$ cat src/include/decode_params.svh
/*
 * Widths shared by the decode stage. RV64 only, 32-bit instructions,
 * no compressed extension, so targets must keep 4-byte alignment.
 */

`ifndef DECODE_PARAMS_SVH
`define DECODE_PARAMS_SVH

// data and address width
`define XLEN 64

// instruction width, no RVC
`define ILEN 32

// register index width
`define REG_ADDR_W 5

// low target bits that have to be zero for a legal jump
`define INST_ALIGN_BITS 2

`endif

$ cat src/decode_pkg.sv
/*
 * Types of the decode stage. Widths come from decode_params.svh.
 * Only the RV64IM subset is listed, FP opcodes have no entry here.
 */

`include "decode_params.svh"

package decode_pkg;

    typedef logic [`XLEN-1:0]       xlen_t;
    typedef logic [`REG_ADDR_W-1:0] reg_addr_t;

    typedef enum logic [6:0] {
        OP_LUI     = 7'b0110111,
        OP_AUIPC   = 7'b0010111,
        OP_JAL     = 7'b1101111,
        OP_JALR    = 7'b1100111,
        OP_BRANCH  = 7'b1100011,
        OP_LOAD    = 7'b0000011,
        OP_STORE   = 7'b0100011,
        OP_ALU_I   = 7'b0010011,
        OP_ALU     = 7'b0110011,
        OP_ALU_I_W = 7'b0011011,
        OP_ALU_W   = 7'b0111011
    } opcode_e;

    typedef enum logic [5:0] {
        ADD, SUB, SLL, SLT, SLTU, XOR, SRL, SRA, OR, AND,
        ADDW, SUBW, SLLW, SRLW, SRAW,
        JAL, JALR, BEQ, BNE, BLT, BGE, BLTU, BGEU,
        LB, LH, LW, LD, LBU, LHU, LWU,
        SB, SH, SW, SD,
        MUL, MULH, MULHSU, MULHU, DIV, DIVU, REM, REMU,
        MULW, DIVW, DIVUW, REMW, REMUW
    } op_type_e;

    typedef enum logic [2:0] {
        UNIT_ALU,
        UNIT_BRANCH,
        UNIT_MEM,
        UNIT_MUL,
        UNIT_DIV
    } unit_e;

    // mcause encodings, NONE sits outside the used range
    typedef enum logic [3:0] {
        INSTR_ADDR_MISALIGNED = 4'd0,
        ILLEGAL_INSTR         = 4'd2,
        NONE                  = 4'd15
    } xcpt_cause_e;

    typedef struct packed {
        logic        valid;
        xcpt_cause_e cause;
        xlen_t       origin; // faulting address, 0 when unused
    } xcpt_t;

    typedef struct packed {
        logic             valid;
        xlen_t            pc;
        logic [`ILEN-1:0] inst;
        xcpt_t            xcpt;
    } fetch_t;

    typedef struct packed {
        logic       valid;
        xlen_t      pc;
        reg_addr_t  rs1;
        reg_addr_t  rs2;
        reg_addr_t  rd;
        op_type_e   op_type;
        unit_e      unit;
        logic       regfile_we;
        logic       use_imm;
        logic       use_pc;
        logic       op_32;
        logic       signed_op;
        logic [2:0] mem_size; // raw funct3
        xlen_t      imm;
        logic       illegal;
        xcpt_t      xcpt;
    } decoded_t;

    typedef struct packed {
        logic  valid;
        xlen_t addr;
    } jump_t;

endpackage

$ cat src/imm_gen.sv
/*
 * Immediate builder. The format is picked from the opcode only, so
 * R-type and unknown opcodes give zero.
 */

`timescale 1ns/10ps

`include "decode_params.svh"

module imm_gen (
    input  logic [`ILEN-1:0] inst_i,
    output decode_pkg::xlen_t imm_o
);

    import decode_pkg::*;

    always_comb begin
        case (opcode_e'(inst_i[6:0]))
            OP_LOAD, OP_ALU_I, OP_ALU_I_W, OP_JALR: begin
                imm_o = {{(`XLEN-12){inst_i[31]}}, inst_i[31:20]};
            end
            OP_STORE: begin
                imm_o = {{(`XLEN-12){inst_i[31]}}, inst_i[31:25], inst_i[11:7]};
            end
            OP_BRANCH: begin
                imm_o = {{(`XLEN-13){inst_i[31]}}, inst_i[31], inst_i[7],
                         inst_i[30:25], inst_i[11:8], 1'b0};
            end
            OP_LUI, OP_AUIPC: begin
                // upper 20 bits, already shifted by 12
                imm_o = {{(`XLEN-32){inst_i[31]}}, inst_i[31:12], 12'b0};
            end
            OP_JAL: begin
                imm_o = {{(`XLEN-21){inst_i[31]}}, inst_i[31], inst_i[19:12],
                         inst_i[20], inst_i[30:21], 1'b0};
            end
            default: begin
                imm_o = '0;
            end
        endcase
    end

endmodule

$ cat src/instr_decoder.sv
/*
 * RV64IM field decoder, combinational. Opcodes outside the kept set
 * (FP, system, atomics, fence) decode as illegal. An incoming exception
 * skips decoding and is copied into the entry unchanged.
 */

`timescale 1ns/10ps

module instr_decoder (
    input  decode_pkg::fetch_t   fetch_i,
    input  decode_pkg::xlen_t    imm_i,
    output decode_pkg::decoded_t entry_o
);

    import decode_pkg::*;

    localparam logic [2:0] F3_ADD_SUB = 3'b000, F3_SLL = 3'b001, F3_SLT = 3'b010,
                           F3_SLTU = 3'b011, F3_XOR = 3'b100, F3_SRL_SRA = 3'b101,
                           F3_OR = 3'b110, F3_AND = 3'b111;
    localparam logic [2:0] F3_MUL = 3'b000, F3_MULH = 3'b001, F3_MULHSU = 3'b010,
                           F3_MULHU = 3'b011, F3_DIV = 3'b100, F3_DIVU = 3'b101,
                           F3_REM = 3'b110, F3_REMU = 3'b111;
    localparam logic [2:0] F3_BEQ = 3'b000, F3_BNE = 3'b001, F3_BLT = 3'b100,
                           F3_BGE = 3'b101, F3_BLTU = 3'b110, F3_BGEU = 3'b111;
    localparam logic [2:0] F3_LB = 3'b000, F3_LH = 3'b001, F3_LW = 3'b010,
                           F3_LD = 3'b011, F3_LBU = 3'b100, F3_LHU = 3'b101,
                           F3_LWU = 3'b110;
    localparam logic [2:0] F3_SB = 3'b000, F3_SH = 3'b001, F3_SW = 3'b010,
                           F3_SD = 3'b011;
    localparam logic [6:0] F7_NORMAL  = 7'b0000000;
    localparam logic [6:0] F7_SUB_SRA = 7'b0100000;
    localparam logic [6:0] F7_MUL_DIV = 7'b0000001;

    opcode_e    opcode;
    logic [6:0] funct7;
    logic [2:0] funct3;
    logic       illegal;
    decoded_t   dec;

    assign opcode = opcode_e'(fetch_i.inst[6:0]);
    assign funct7 = fetch_i.inst[31:25];
    assign funct3 = fetch_i.inst[14:12];

    always_comb begin
        illegal      = 1'b0;
        dec          = '0;
        dec.valid    = fetch_i.valid;
        dec.pc       = fetch_i.pc;
        dec.rs1      = fetch_i.inst[19:15];
        dec.rs2      = fetch_i.inst[24:20];
        dec.rd       = fetch_i.inst[11:7];
        dec.op_type  = ADD;
        dec.unit     = UNIT_ALU;
        dec.mem_size = funct3;
        dec.imm      = imm_i;
        dec.xcpt     = fetch_i.xcpt;

        if (fetch_i.valid && !fetch_i.xcpt.valid) begin
            case (opcode)
                OP_LUI: begin
                    dec.regfile_we = 1'b1;
                    dec.use_imm    = 1'b1;
                    dec.rs1        = '0; // x0 | imm
                    dec.op_type    = OR;
                end
                OP_AUIPC: begin
                    dec.regfile_we = 1'b1;
                    dec.use_imm    = 1'b1;
                    dec.use_pc     = 1'b1;
                end
                OP_JAL: begin
                    dec.regfile_we = 1'b1; // link pc+4
                    dec.use_imm    = 1'b1;
                    dec.use_pc     = 1'b1;
                    dec.op_type    = JAL;
                    dec.unit       = UNIT_BRANCH;
                end
                OP_JALR: begin
                    dec.regfile_we = 1'b1;
                    dec.use_imm    = 1'b1;
                    dec.use_pc     = 1'b1;
                    dec.op_type    = JALR;
                    dec.unit       = UNIT_BRANCH;
                    illegal        = (funct3 != 3'b000);
                end
                OP_BRANCH: begin
                    dec.use_imm = 1'b1;
                    dec.use_pc  = 1'b1;
                    dec.unit    = UNIT_BRANCH;
                    case (funct3)
                        F3_BEQ:  dec.op_type = BEQ;
                        F3_BNE:  dec.op_type = BNE;
                        F3_BLT:  dec.op_type = BLT;
                        F3_BGE:  dec.op_type = BGE;
                        F3_BLTU: dec.op_type = BLTU;
                        F3_BGEU: dec.op_type = BGEU;
                        default: illegal = 1'b1;
                    endcase
                end
                OP_LOAD: begin
                    dec.regfile_we = 1'b1;
                    dec.use_imm    = 1'b1;
                    dec.unit       = UNIT_MEM;
                    case (funct3)
                        F3_LB:   dec.op_type = LB;
                        F3_LH:   dec.op_type = LH;
                        F3_LW:   dec.op_type = LW;
                        F3_LD:   dec.op_type = LD;
                        F3_LBU:  dec.op_type = LBU;
                        F3_LHU:  dec.op_type = LHU;
                        F3_LWU:  dec.op_type = LWU;
                        default: illegal = 1'b1;
                    endcase
                end
                OP_STORE: begin
                    dec.use_imm = 1'b1;
                    dec.unit    = UNIT_MEM;
                    case (funct3)
                        F3_SB:   dec.op_type = SB;
                        F3_SH:   dec.op_type = SH;
                        F3_SW:   dec.op_type = SW;
                        F3_SD:   dec.op_type = SD;
                        default: illegal = 1'b1;
                    endcase
                end
                OP_ALU_I: begin
                    dec.regfile_we = 1'b1;
                    dec.use_imm    = 1'b1;
                    case (funct3)
                        F3_ADD_SUB: dec.op_type = ADD;
                        F3_SLT:     dec.op_type = SLT;
                        F3_SLTU:    dec.op_type = SLTU;
                        F3_XOR:     dec.op_type = XOR;
                        F3_OR:      dec.op_type = OR;
                        F3_AND:     dec.op_type = AND;
                        F3_SLL: begin
                            dec.op_type = SLL;
                            // 6-bit shamt, only funct7[6:1] is checked
                            illegal = (funct7[6:1] != F7_NORMAL[6:1]);
                        end
                        default: begin
                            if (funct7[6:1] == F7_SUB_SRA[6:1]) begin
                                dec.op_type = SRA;
                            end else if (funct7[6:1] == F7_NORMAL[6:1]) begin
                                dec.op_type = SRL;
                            end else begin
                                illegal = 1'b1;
                            end
                        end
                    endcase
                end
                OP_ALU: begin
                    dec.regfile_we = 1'b1;
                    case ({funct7, funct3})
                        {F7_NORMAL, F3_ADD_SUB}:  dec.op_type = ADD;
                        {F7_SUB_SRA, F3_ADD_SUB}: dec.op_type = SUB;
                        {F7_NORMAL, F3_SLL}:      dec.op_type = SLL;
                        {F7_NORMAL, F3_SLT}:      dec.op_type = SLT;
                        {F7_NORMAL, F3_SLTU}:     dec.op_type = SLTU;
                        {F7_NORMAL, F3_XOR}:      dec.op_type = XOR;
                        {F7_NORMAL, F3_SRL_SRA}:  dec.op_type = SRL;
                        {F7_SUB_SRA, F3_SRL_SRA}: dec.op_type = SRA;
                        {F7_NORMAL, F3_OR}:       dec.op_type = OR;
                        {F7_NORMAL, F3_AND}:      dec.op_type = AND;
                        {F7_MUL_DIV, F3_MUL}:     dec.op_type = MUL;
                        {F7_MUL_DIV, F3_MULH}:    dec.op_type = MULH;
                        {F7_MUL_DIV, F3_MULHSU}:  dec.op_type = MULHSU;
                        {F7_MUL_DIV, F3_MULHU}:   dec.op_type = MULHU;
                        {F7_MUL_DIV, F3_DIV}:     dec.op_type = DIV;
                        {F7_MUL_DIV, F3_DIVU}:    dec.op_type = DIVU;
                        {F7_MUL_DIV, F3_REM}:     dec.op_type = REM;
                        {F7_MUL_DIV, F3_REMU}:    dec.op_type = REMU;
                        default:                  illegal = 1'b1;
                    endcase
                end
                OP_ALU_I_W: begin
                    dec.regfile_we = 1'b1;
                    dec.use_imm    = 1'b1;
                    dec.op_32      = 1'b1;
                    case (funct3)
                        F3_ADD_SUB: dec.op_type = ADDW;
                        F3_SLL: begin
                            dec.op_type = SLLW;
                            illegal     = (funct7 != F7_NORMAL);
                        end
                        F3_SRL_SRA: begin
                            dec.op_type = (funct7 == F7_SUB_SRA) ? SRAW : SRLW;
                            illegal     = (funct7 != F7_SUB_SRA) && (funct7 != F7_NORMAL);
                        end
                        default: illegal = 1'b1;
                    endcase
                end
                OP_ALU_W: begin
                    dec.regfile_we = 1'b1;
                    dec.op_32      = 1'b1;
                    case ({funct7, funct3})
                        {F7_NORMAL, F3_ADD_SUB}:  dec.op_type = ADDW;
                        {F7_SUB_SRA, F3_ADD_SUB}: dec.op_type = SUBW;
                        {F7_NORMAL, F3_SLL}:      dec.op_type = SLLW;
                        {F7_NORMAL, F3_SRL_SRA}:  dec.op_type = SRLW;
                        {F7_SUB_SRA, F3_SRL_SRA}: dec.op_type = SRAW;
                        {F7_MUL_DIV, F3_MUL}:     dec.op_type = MULW;
                        {F7_MUL_DIV, F3_DIV}:     dec.op_type = DIVW;
                        {F7_MUL_DIV, F3_DIVU}:    dec.op_type = DIVUW;
                        {F7_MUL_DIV, F3_REM}:     dec.op_type = REMW;
                        {F7_MUL_DIV, F3_REMU}:    dec.op_type = REMUW;
                        default:                  illegal = 1'b1;
                    endcase
                end
                default: illegal = 1'b1; // fp, system, amo, fence
            endcase

            // M extension, funct3[2] splits mul from div/rem
            if ((opcode == OP_ALU || opcode == OP_ALU_W) && funct7 == F7_MUL_DIV) begin
                dec.unit      = funct3[2] ? UNIT_DIV : UNIT_MUL;
                dec.signed_op = funct3[2] & ~funct3[0]; // div, rem
            end
        end
    end

    // illegal entries fall back to a harmless add with nothing enabled
    always_comb begin
        entry_o         = dec;
        entry_o.illegal = illegal;
        if (illegal) begin
            entry_o.op_type    = ADD;
            entry_o.unit       = UNIT_ALU;
            entry_o.regfile_we = 1'b0;
            entry_o.use_imm    = 1'b0;
            entry_o.use_pc     = 1'b0;
            entry_o.op_32      = 1'b0;
            entry_o.signed_op  = 1'b0;
        end
    end

endmodule

$ cat src/stage_reg.sv
/*
 * Pipeline register for any packed struct with a valid field.
 * Only valid is cleared by reset or flush, the payload just follows d_i.
 */

`timescale 1ns/10ps

module stage_reg #(
    parameter type payload_t = decode_pkg::fetch_t
) (
    input  logic     clk_i,
    input  logic     rst_i,
    input  logic     flush_i,
    input  payload_t d_i,
    output payload_t q_o
);

    always_ff @(posedge clk_i) begin
        q_o <= d_i;
        if (rst_i || flush_i) begin
            q_o.valid <= 1'b0; // drop whatever is in flight
        end
    end

endmodule

$ cat src/jump_xcpt_unit.sv
/*
 * JAL redirect and final exception record, combinational.
 * Priority: incoming exception, then JAL misalignment, then illegal.
 * Assumes pc is already aligned, so only the offset is checked.
 */

`timescale 1ns/10ps

`include "decode_params.svh"

module jump_xcpt_unit (
    input  decode_pkg::decoded_t entry_i,
    output decode_pkg::decoded_t decoded_o,
    output decode_pkg::jump_t    jump_o
);

    import decode_pkg::*;

    xlen_t target;
    logic  is_jal;
    logic  misaligned;

    assign target     = entry_i.pc + entry_i.imm;
    assign misaligned = |entry_i.imm[`INST_ALIGN_BITS-1:0];
    assign is_jal     = entry_i.valid && !entry_i.xcpt.valid && (entry_i.op_type == JAL);

    always_comb begin
        decoded_o = entry_i;
        if (entry_i.xcpt.valid) begin
            decoded_o.xcpt = entry_i.xcpt; // older fault wins
        end else if (is_jal && misaligned) begin
            decoded_o.xcpt.valid  = 1'b1;
            decoded_o.xcpt.cause  = INSTR_ADDR_MISALIGNED;
            decoded_o.xcpt.origin = target;
        end else if (entry_i.illegal) begin
            decoded_o.xcpt.valid  = 1'b1;
            decoded_o.xcpt.cause  = ILLEGAL_INSTR;
            decoded_o.xcpt.origin = '0;
        end else begin
            decoded_o.xcpt.valid  = 1'b0;
            decoded_o.xcpt.cause  = NONE;
            decoded_o.xcpt.origin = '0;
        end
    end

    assign jump_o.valid = is_jal && !misaligned;
    assign jump_o.addr  = target;

endmodule

$ cat src/decode_stage.sv
/*
 * Decode stage top: fetch register, decoder, decode register, jump unit.
 * Fixed 2-cycle latency, no back-pressure, flush kills both stages.
 */

`timescale 1ns/10ps

module decode_stage (
    input  logic                 clk_i,
    input  logic                 rst_i,
    input  logic                 flush_i,
    input  decode_pkg::fetch_t   fetch_i,
    output decode_pkg::decoded_t decoded_o,
    output decode_pkg::jump_t    jump_o
);

    import decode_pkg::*;

    fetch_t   fetch_q;
    xlen_t    imm;
    decoded_t dec;
    decoded_t dec_q;

    stage_reg #(.payload_t(fetch_t)) u_fetch_reg (
        .clk_i   (clk_i),
        .rst_i   (rst_i),
        .flush_i (flush_i),
        .d_i     (fetch_i),
        .q_o     (fetch_q)
    );

    imm_gen u_imm_gen (
        .inst_i (fetch_q.inst),
        .imm_o  (imm)
    );

    instr_decoder u_decoder (
        .fetch_i (fetch_q),
        .imm_i   (imm),
        .entry_o (dec)
    );

    stage_reg #(.payload_t(decoded_t)) u_decode_reg (
        .clk_i   (clk_i),
        .rst_i   (rst_i),
        .flush_i (flush_i),
        .d_i     (dec),
        .q_o     (dec_q)
    );

    jump_xcpt_unit u_jump_xcpt (
        .entry_i   (dec_q),
        .decoded_o (decoded_o),
        .jump_o    (jump_o)
    );

endmodule

$ cat config.mk
export PLATFORM = sky130hd
export DESIGN_NAME = decode_stage
export DESIGN_NICKNAME = d
export VERILOG_FILES = /design/src/decode_pkg.sv /design/src/imm_gen.sv /design/src/instr_decoder.sv /design/src/stage_reg.sv /design/src/jump_xcpt_unit.sv /design/src/decode_stage.sv
export VERILOG_INCLUDE_DIRS = /design/src /design/src/include
export SDC_FILE = /design/constraint.sdc
export NUM_CORES = 1
export LEC_CHECK = 0
export BUFFER_PORTS_ARGS = -buffer_cell sky130_fd_sc_hd__buf_4
export CORE_AREA = 2 2 211 213
export CTS_BUF_LIST = sky130_fd_sc_hd__clkbuf_8
export DETAILED_ROUTE_END_ITERATION = 8
export DIE_AREA = 0 0 213 215
export HOLD_SLACK_MARGIN = 0.15
export PLACE_DENSITY_LB_ADDON = 0.1
export SYNTH_ARGS = -nofsm -noshare
export SYNTH_HDL_FRONTEND = slang
export SYNTH_SLANG_ARGS = --single-unit
$ cat constraint.sdc
create_clock -name clk_i -period 5.2 [get_ports clk_i]
set_input_delay 0.52 -clock clk_i [delete_from_list [all_inputs] [get_ports clk_i]]
set_output_delay 0.52 -clock clk_i [all_outputs]
set_load 0.005 [all_outputs]
==> reports/qor.yml, run 1 <==
synth_area_leaders: "dfxtp_1, buf_4, ha_1"
maxSlewHeadroom: 0.316
r2r_cells: 9
antenna_found_initial: 1
drt_wl_total_um: 51200
clock_path_buffers: 3
dieWidth_um: 213
htree_levels: 3
dp_cells: 2372
pwr_density_cell_nw_per_um2: 319
ys_ff_latch: 365
numClockSinks: 365
ios: 465
die_y_um: 215
post_drt_wl_per_cell_um: 19.3
ant_nets: 0
rsz0062_at_grt: "false"
fin_setup_tns_ns: 0
initial_core_util: 0.346
mappedNetlistNets: 1785
worstSetupEndpointType: "output port"
layout-drive-gt1-share: 0.291
insertion_delay_ns: 0.63
syn-instance-count: 1552
path_cells: "ha_1 > fa_1 > a21oi_1 > o21ai_0 > a31oi_1 > o21bai_1 > a21oi_1 > o21ai_2 > a211oi_1 > xnor2_1 > a22o_1 > buf_4"
grt-busiest-layer: "met2"
synth_top_cell_area_share: 0.483
grtUsageMet3: 0.0647
n_fill_cell: 4132
slowest_delay_ns: 0.49
synth_most_common_cell: "dfxtp_1"
core_region_area_um2: 43600
synth.distinct_cells: 85
status: "complete, no violations"
first_pass_iters: 6
row_count: 77
place.gp.congestion: 0.891
ir_drop_v: 0.000268
period_needed_ns: 4.81
cts_buffers: 66
grt_pass1_wl_um: 76000
final_hold_viol_count: 0
ys_async_sr_fraction: 0
synth_edf_count: 0
drtIter0Drc: 712
overflow: 0
post_cts_buffers: 0
fin_nets: 2250
synthTopCellsByCount: "dfxtp_1, buf_4, a21oi_1"
via_per_inst: 4.85
path_clk_slew_ns: 0.06
area_growth_pct: 38.6
grt_pass1_vias: 12900
cp_max_fo: 5
grt_use_total: 0.218
timing.final.crit_share: 0.925
cts-root-buf: "clkbuf_8"
p_total_mw: 6.67
synth_top_area_cell: "dfxtp_1"
r2r_start: "u_fetch_reg.q_o[81]"
ys_seq_area_frac: 0.483
die_area_um2: 45800
worstSetupStartpoint: "u_decode_reg.q_o[70]"
cp.required_ns: 4.68
crit_type: "flop to output port"
cts_tree: "yes"
crit_path_top_delay_cell: "a21oi_1"
post-dp-hpwl_um: 39000
yosysWarnings: 0
worstHoldStart: "u_fetch_reg.q_o[120]"
syn-cell-area_um2: 15100
finalNonFillerCells: 2658
setup_violations: 0
cp_common_cell: "a21oi_1"
critPathArrivalTime_ns: 4.29
cp-start-kind: "flop"
worstHoldPathType: "flop to flop"
fmax_mhz: 208
grt_util_met2: 0.387
leakage_nw: 9.60
vias: 12900
syn_area_per_cell_um2: 9.74
max_cap_viol_count: 0
grt_util_met1: 0.249
portBuffers: 464
worstMarginPinSlew_ns: 1.03
whs_path_depth: 0
drc: 0
ys.flop_type: "dfxtp_1"
skew_ns: 0.0142
grt_max_degree: 74
slew_violations: 0
report_power, final:
group          leakage (nW)  switching (mW)  internal [mW]  total, mW
Combinational          5.76           0.373          0.443      0.816
Clock                 0.772            1.19           1.64       2.84
Sequential             3.06          0.0852           2.94       3.02
critical path, delay by kind of cell, from the launching register on:
kind	cells	cell delay, ns
flip-flops	1	0.33
adder cells (fa/ha/maj)	2	0.68
XOR/XNOR	1	0.21
buffers and inverters	1	0.11
AO/OA/AOI/OAI	8	2.31
cells by family (layout without fill, tap and decap cells):
group | after synthesis | after routing | synth area share
muxes | 2 | 2 | 0.00141
adders and majority gates | 64 | 64 | 0.0535
and+or+nand+nor | 359 | 359 | 0.121
AOI/OAI and AO/OA | 423 | 423 | 0.193
other | 0 | 1 | 0
buffers and inverters | 279 | 792 | 0.113
DFF | 365 | 365 | 0.483
xor gates and xnor gates | 60 | 60 | 0.0348
layer usage:
metal,part of all wire,vias up
met5,0,-
met1,0.40,6083
met3,0.071,70
li1,-,6313
met4,0.023,0
met2,0.50,433
stage by stage:
stage | setup WS (ns) | utilization | area (µm²) | hold WS, ns
3_5_place_dp | 1.04 | 0.409 | 17800 | 0.312
5_1_grt | 0.124 | 0.480 | 21000 | 0.324
3_3_place_gp | 1.20 | 0.409 | 17800 | 0.310
6_report | 0.391 | 0.480 | 21000 | 0.319
4_1_cts | 0.300 | 0.480 | 20900 | 0.322
2_1_floorplan | 0.876 | - | 15100 | 0.310
repair_timing:
| item | CTS | global route |
|---|---|---|
| endpoints found under the setup margin | 0 | 2 |
| hold endpoints to repair | 167 | 0 |
| hold buffers | 169 | 0 |
| resized for setup | 0 | 1 |
worst paths after layout:
check                          endpoint  slack, ns
setup / recovery          decoded_o[50]       0.39
hold / removal    u_decode_reg.q_o[185]       0.32
setup reg to reg  u_decode_reg.q_o[149]       2.11
hold reg to reg   u_decode_reg.q_o[185]       0.32
cell type report:
type	count	area [µm²]	share of cell area
diodes	1	2.50	0.000119
clock inverters	33	269	0.0128
repair buffers	639	5230	0.250
well taps	592	741	0.0354
clock buffers	83	1140	0.0545
multi-input cells	908	6110	0.292
inverters	37	139	0.00663
flip-flops and latches	365	7310	0.349
cells in the final DEF (no fill, tap or decap), types with 30 or more instances in the layout:
cell / count
nand4_1: 36
nand2_1: 107
a21oi_1: 118
nand3_1: 30
a22o_1: 57
dfxtp_1: 363
buf_4: 469
nor2_1: 64
dlygate4sd3_1: 169
clkbuf_8: 83
o21ai_0: 54
ha_1: 63
nor3_1: 30
xnor2_1: 43
a21o_1: 47
inv_1: 53
sequential cells by signal, summed over array words and instances (netlist names):
register,cells
u_fetch_reg.q_o,166
u_decode_reg.q_o,199
Power figures use the tool's default switching activity.
==> run 2, diff against run 1 <==
- ABC_AREA: default -> 1
- CAP_MARGIN: default -> 20
- CORE_AREA: 2 2 211 213 -> 2 2 222 224
- DIE_AREA: 0 0 213 215 -> 0 0 224 226
==> reports/qor.yml, run 2 <==
grt_pass1_vias: 15700
fin_nets: 3110
core_region_area_um2: 48300
row_count: 81
ios: 465
ys_async_sr_fraction: 0
drt_wl_total_um: 66100
post_cts_buffers: 0
whs_path_depth: 0
multi_input_area_um2: 6590
via_per_inst: 4.47
post-dp-hpwl_um: 54900
antenna_found_initial: 1
dieWidth_um: 224
cts_buffers: 58
synthTopCellsByCount: "nand2_1, inv_1, dfxtp_1"
syn-instance-count: 2361
hold_end: "u_decode_reg.q_o[25]"
r2r_end: "u_decode_reg.q_o[139]"
synth.distinct_cells: 40
cts-root-buf: "clkbuf_8"
place.gp.congestion: 0.974
die_area_um2: 50600
r2r_start: "u_fetch_reg.q_o[82]"
path_clk_slew_ns: 0.06
regArea_um2: 7310
cp_max_fo: 34
period_needed_ns: 4.32
worstHoldStart: "u_fetch_reg.q_o[25]"
mappedNetlistNets: 2594
worstHoldPathType: "flop to flop"
worstSetupEndpointType: "output port"
cp-start-kind: "flop"
synth_most_common_cell: "nand2_1"
cp.required_ns: 4.68
maxSlewHeadroom: 0.417
critPathArrivalTime_ns: 3.80
regMostFlops: "u_decode_reg.q_o"
synth_top_area_cell: "dfxtp_1"
fmax_mhz: 232
final_hold_viol_count: 0
r2r_cells: 10
initial_core_util: 0.347
overflow: 0
leakage_nw: 12.4
ir_drop_v: 0.000264
rrSetupSlack_ns: 2.55
post_drt_wl_per_cell_um: 18.7
area_growth_pct: 35.6
numClockSinks: 365
drtIter0Drc: 743
syn_area_per_cell_um2: 7.10
synth_edf_count: 0
insertion_delay_ns: 0.67
grt_max_degree: 69
vias: 15800
crit_type: "flop to output port"
setup_violations: 0
cts_tree: "yes"
die_y_um: 226
ys_ff_latch: 365
worstMarginPinSlew_ns: 0.875
skew_ns: 0.0492
ys_seq_area_frac: 0.436
grt_use_total: 0.258
final_cell_area_um2: 22800
layout-drive-gt1-share: 0.199
largest_register_ffs: 199
pwr_density_cell_nw_per_um2: 284
reg_top3: "u_decode_reg.q_o x199, u_fetch_reg.q_o x166"
syn-cell-area_um2: 16800
first_pass_iters: 5
slew_violations: 0
clock_path_buffers: 3
portBuffers: 464
synth_top_cell_area_share: 0.436
ys.flop_type: "dfxtp_1"
drc: 0
cts_hold_buf: 169
place_area_um2: 19800
status: "complete, no violations"
ant_nets: 0
rsz0062_at_grt: "false"
max_cap_viol_count: 0
grt_pass1_wl_um: 96500
final_cell_mix: "nand2_1, buf_4, inv_1"
final_common_cell: "nand2_1"
timing.final.crit_share: 0.830
cts-resized-gates: 0
synth_area_leaders: "dfxtp_1, nand2_1, inv_1"
n_fill_cell: 4949
fin_setup_tns_ns: 0
htree_levels: 2
yosysWarnings: 0
-- run 2: cell count changes after synthesis, moves of 47 or more --
cell / delta
nand2_1: +697
a21oi_1: -66
nand3_1: +75
inv_1: +379
a22o_1: -54
a21o_1: -47
nor2_1: +93
-- run 2: worst max-delay path by stage --
stage	slack, ns	depth (start not counted)	start	endpoint
after global placement	1.58	13	u_decode_reg.q_o[132]	decoded_o[61]
after CTS	0.87	12	u_decode_reg.q_o[132]	decoded_o[61]
after floorplan	1.80	10	u_decode_reg.q_o[132]	jump_o[61]
final	0.88	12	u_decode_reg.q_o[132]	decoded_o[46]
after detailed placement	1.64	12	u_decode_reg.q_o[132]	decoded_o[61]
after global routing	0.70	13	u_decode_reg.q_o[132]	decoded_o[53]
-- run 2: through the flow --
step	utilization	hold WS (ns)	power, mW	setup WS (ns)	std cells
CTS	0.470	0.294	6.56	0.868	3543
detailed placement	0.409	0.312	3.85	1.64	3269
finish	0.471	0.291	6.47	0.884	3545
global placement	0.409	0.310	3.85	1.58	3269
floorplan	-	0.310	3.43	1.80	2361
global route	0.471	0.300	6.77	0.696	3545
-- run 2: final cells by class --
cell class                      instances  share of cell area
Antenna cell                            1            0.000110
Clock buffer                           74              0.0448
Clock inverter                         31              0.0108
Inverter                              421              0.0695
Multi-Input combinational cell       1394               0.290
Sequential cell                       365               0.321
Tap cell                              622              0.0342
Timing Repair Buffer                  637               0.230
-- run 2: where the power goes --
part	switching (mW)	internal [mW]
registers	0.0688	2.94
logic	0.453	0.438
clock network	1.13	1.44
total	1.66	4.81
-- run 2: worst max-delay path, stage by stage, from the launching register on --
cell and delay, ns:
dfxtp_2 0.87, ha_1 0.44, nand2_1 0.11, inv_1 0.08, nand2_1 0.12, nor2_1 0.38
nand2_1 0.16, inv_1 0.12, nand2_1 0.09, nand3_1 0.12, nand3_1 0.27, nand2_1 0.16
buf_4 0.12
-- run 2: metal layers --
metal	up-vias	global-route usage	share of wire
li1	7995	-	-
met1	7226	0.355	0.47
met2	534	0.405	0.44
met3	79	0.0541	0.068
met4	0	0.0748	0.025
met5	-	0	0
-- run 2: cells by family after synthesis --
kind of cell,share of synthesized area
and+or+nand+nor,0.285
buffers and inverters,0.172
DFF,0.436
AOI/OAI and AO/OA,0.0429
adders and majority gates,0.0482
xor gates and xnor gates,0.0162
==> run 3, diff against run 2 <==
- ABC_AREA: 1 -> 0
- CORE_AREA: 2 2 222 224 -> 2 2 211 213
- DIE_AREA: 0 0 224 226 -> 0 0 213 215
- clock period: 5.2 -> 3.8 ns (I/O delays scaled with it)
==> reports/qor.yml, run 3 (synthesized netlist as in run 1, its figures left out) <==
pwr_density_cell_nw_per_um2: 383
slowest_delay_ns: 0.51
vias: 13500
drc: 0
ios: 465
ant_nets: 0
cp-start-kind: "flop"
crit_path_top_delay_cell: "or4b_4"
overflow: 0
grt_pass1_wl_um: 79400
layout-drive-gt1-share: 0.415
maxSlewHeadroom: 0.299
worstMarginPinSlew_ns: 1.05
p_total_mw: 8.88
r2r_cells: 9
crit_type: "flop to output port"
fmax_mhz: 248
final_cell_mix: "buf_4, dfxtp_1, dlygate4sd3_1"
core_region_area_um2: 43600
n_fill_cell: 3994
slew_violations: 0
antenna_found_initial: 3
critPathArrivalTime_ns: 3.64
period_needed_ns: 4.02
grt_max_degree: 70
skew_ns: 0.0382
worst-path-stages: 12
dieWidth_um: 213
worstHoldPathType: "flop to flop"
reg_top3: "u_decode_reg.q_o x199, u_fetch_reg.q_o x166"
place.gp.congestion: 0.883
cts-root-buf: "clkbuf_8"
ir_drop_v: 0.000255
die_area_um2: 45800
setup_violations: 15
critical-path-top-delay-family: "compound AO/OA/AOI/OAI gates"
insertion_delay_ns: 0.66
drtIter0Drc: 708
grt_use_total: 0.227
htree_levels: 2
worstSetupEndpointType: "output port"
drt_wl_total_um: 54400
fin_ws_ns: -0.224
area_growth_pct: 53.5
row_count: 77
numClockSinks: 365
whs_path_depth: 0
clock_path_buffers: 3
path_clk_slew_ns: 0.07
first_pass_iters: 5
cp.required_ns: 3.42
die_y_um: 215
final_common_cell: "buf_4"
fin_setup_tns_ns: -1.78
regMostFlops: "u_decode_reg.q_o"
largest_register_ffs: 199
cp_max_fo: 7
failed_checks: "negative setup slack"
path_buf_inv: 2
path_cells: "buf_12 > ha_4 > nand4_1 > nor2_2 > or4b_4 > a2111oi_4 > nor3_4 > o21ai_4 > a21boi_4 > o21a_1 > o2111a_1 > buf_6"
rsz0062_at_grt: "true"
grt_pass1_vias: 13600
leakage_nw: 10.4
timing.final.crit_share: 1.06
cts_tree: "yes"
via_per_inst: 4.91
max_cap_viol_count: 0
post-dp-hpwl_um: 40000
cts_buffers: 60
fin_nets: 2347
portBuffers: 464
initial_core_util: 0.346
status: "finished with violations"
post_drt_wl_per_cell_um: 19.7
final_hold_viol_count: 0
-- run 3: cell types whose count changed in the layout (fill, tap and decap cells not counted), moves of 26 or more --
cell / previous run / this run
ha_1: 63 / 7
inv_1: 436 / 58
ha_4: 0 / 43
nand4_1: 9 / 36
nor2_1: 157 / 56
nand2_1: 804 / 102
nand3_1: 105 / 26
a22o_1: 3 / 56
a21o_1: 0 / 46
o21ai_0: 60 / 34
a21oi_1: 52 / 89
buf_4: 467 / 545
-- run 3: metal layers --
layer | up-vias | routed length (µm) | global-route usage
met3 | 121 | 3980 | 0.0558
met5 | - | 13 | 0
li1 | 6502 | - | -
met1 | 6432 | 21800 | 0.268
met4 | 2 | 2070 | 0.105
met2 | 465 | 26500 | 0.385
-- run 3: worst register-to-register path, stage by stage, from the launching register on --
cell and delay [ns]:
dfxtp_1 0.61, or2_1 0.30, nor3_2 0.08, nand2b_1 0.14, a211oi_1 0.07, nor4_1 0.29, o2111ai_1 0.20, or3b_1 0.54
or2_1 0.41, a21oi_1 0.23
-- run 3: timing repair --
action / in CTS / in global routing
pin swaps: 55 / 76
gates cloned: 0 / 1
hold endpoints to repair: 167 / 0
setup buffers: 44 / 36
hold buffers: 169 / 0
endpoints found under the setup margin: 94 / 64
resized for setup: 176 / 161
-- run 3: cell type report --
| class | instances | area, µm² | share of cell area |
|---|---|---|---|
| inverters | 37 | 139 | 0.00599 |
| clock buffers | 74 | 1020 | 0.0439 |
| clock inverters | 35 | 191 | 0.00825 |
| diodes | 1 | 2.50 | 0.000108 |
| repair buffers | 742 | 6150 | 0.265 |
| multi-input cells | 908 | 7620 | 0.328 |
| well taps | 592 | 741 | 0.0319 |
| flip-flops and latches | 365 | 7340 | 0.316 |
-- run 3: stage by stage --
stage | instance area, µm² | std cells | setup WS (ns) | hold WS (ns) | utilization
6_report | 23200 | 2754 | -0.224 | 0.295 | 0.532
3_5_place_dp | 18000 | 2395 | -0.260 | 0.312 | 0.413
3_3_place_gp | 18000 | 2395 | -0.124 | 0.310 | 0.413
5_1_grt | 23200 | 2754 | -0.393 | 0.291 | 0.532
4_1_cts | 22100 | 2717 | -0.299 | 0.278 | 0.507
2_1_floorplan | 15100 | 1552 | 0.228 | 0.310 | -
-- run 3: worst paths after layout --
kind	startpoint	end	slack [ns]
worst max-delay path	u_decode_reg.q_o[132]	jump_o[60]	-0.22
worst min-delay path	u_fetch_reg.q_o[164]	u_decode_reg.q_o[229]	0.29
worst max register to register	u_fetch_reg.q_o[71]	u_decode_reg.q_o[149]	0.84
worst min register to register	u_fetch_reg.q_o[164]	u_decode_reg.q_o[229]	0.29
-- run 3: where the power goes --
part | total, mW | switching (mW) | internal (mW)
logic | 1.36 | 0.611 | 0.750
clock network | 3.39 | 1.57 | 1.82
registers | 4.13 | 0.110 | 4.02
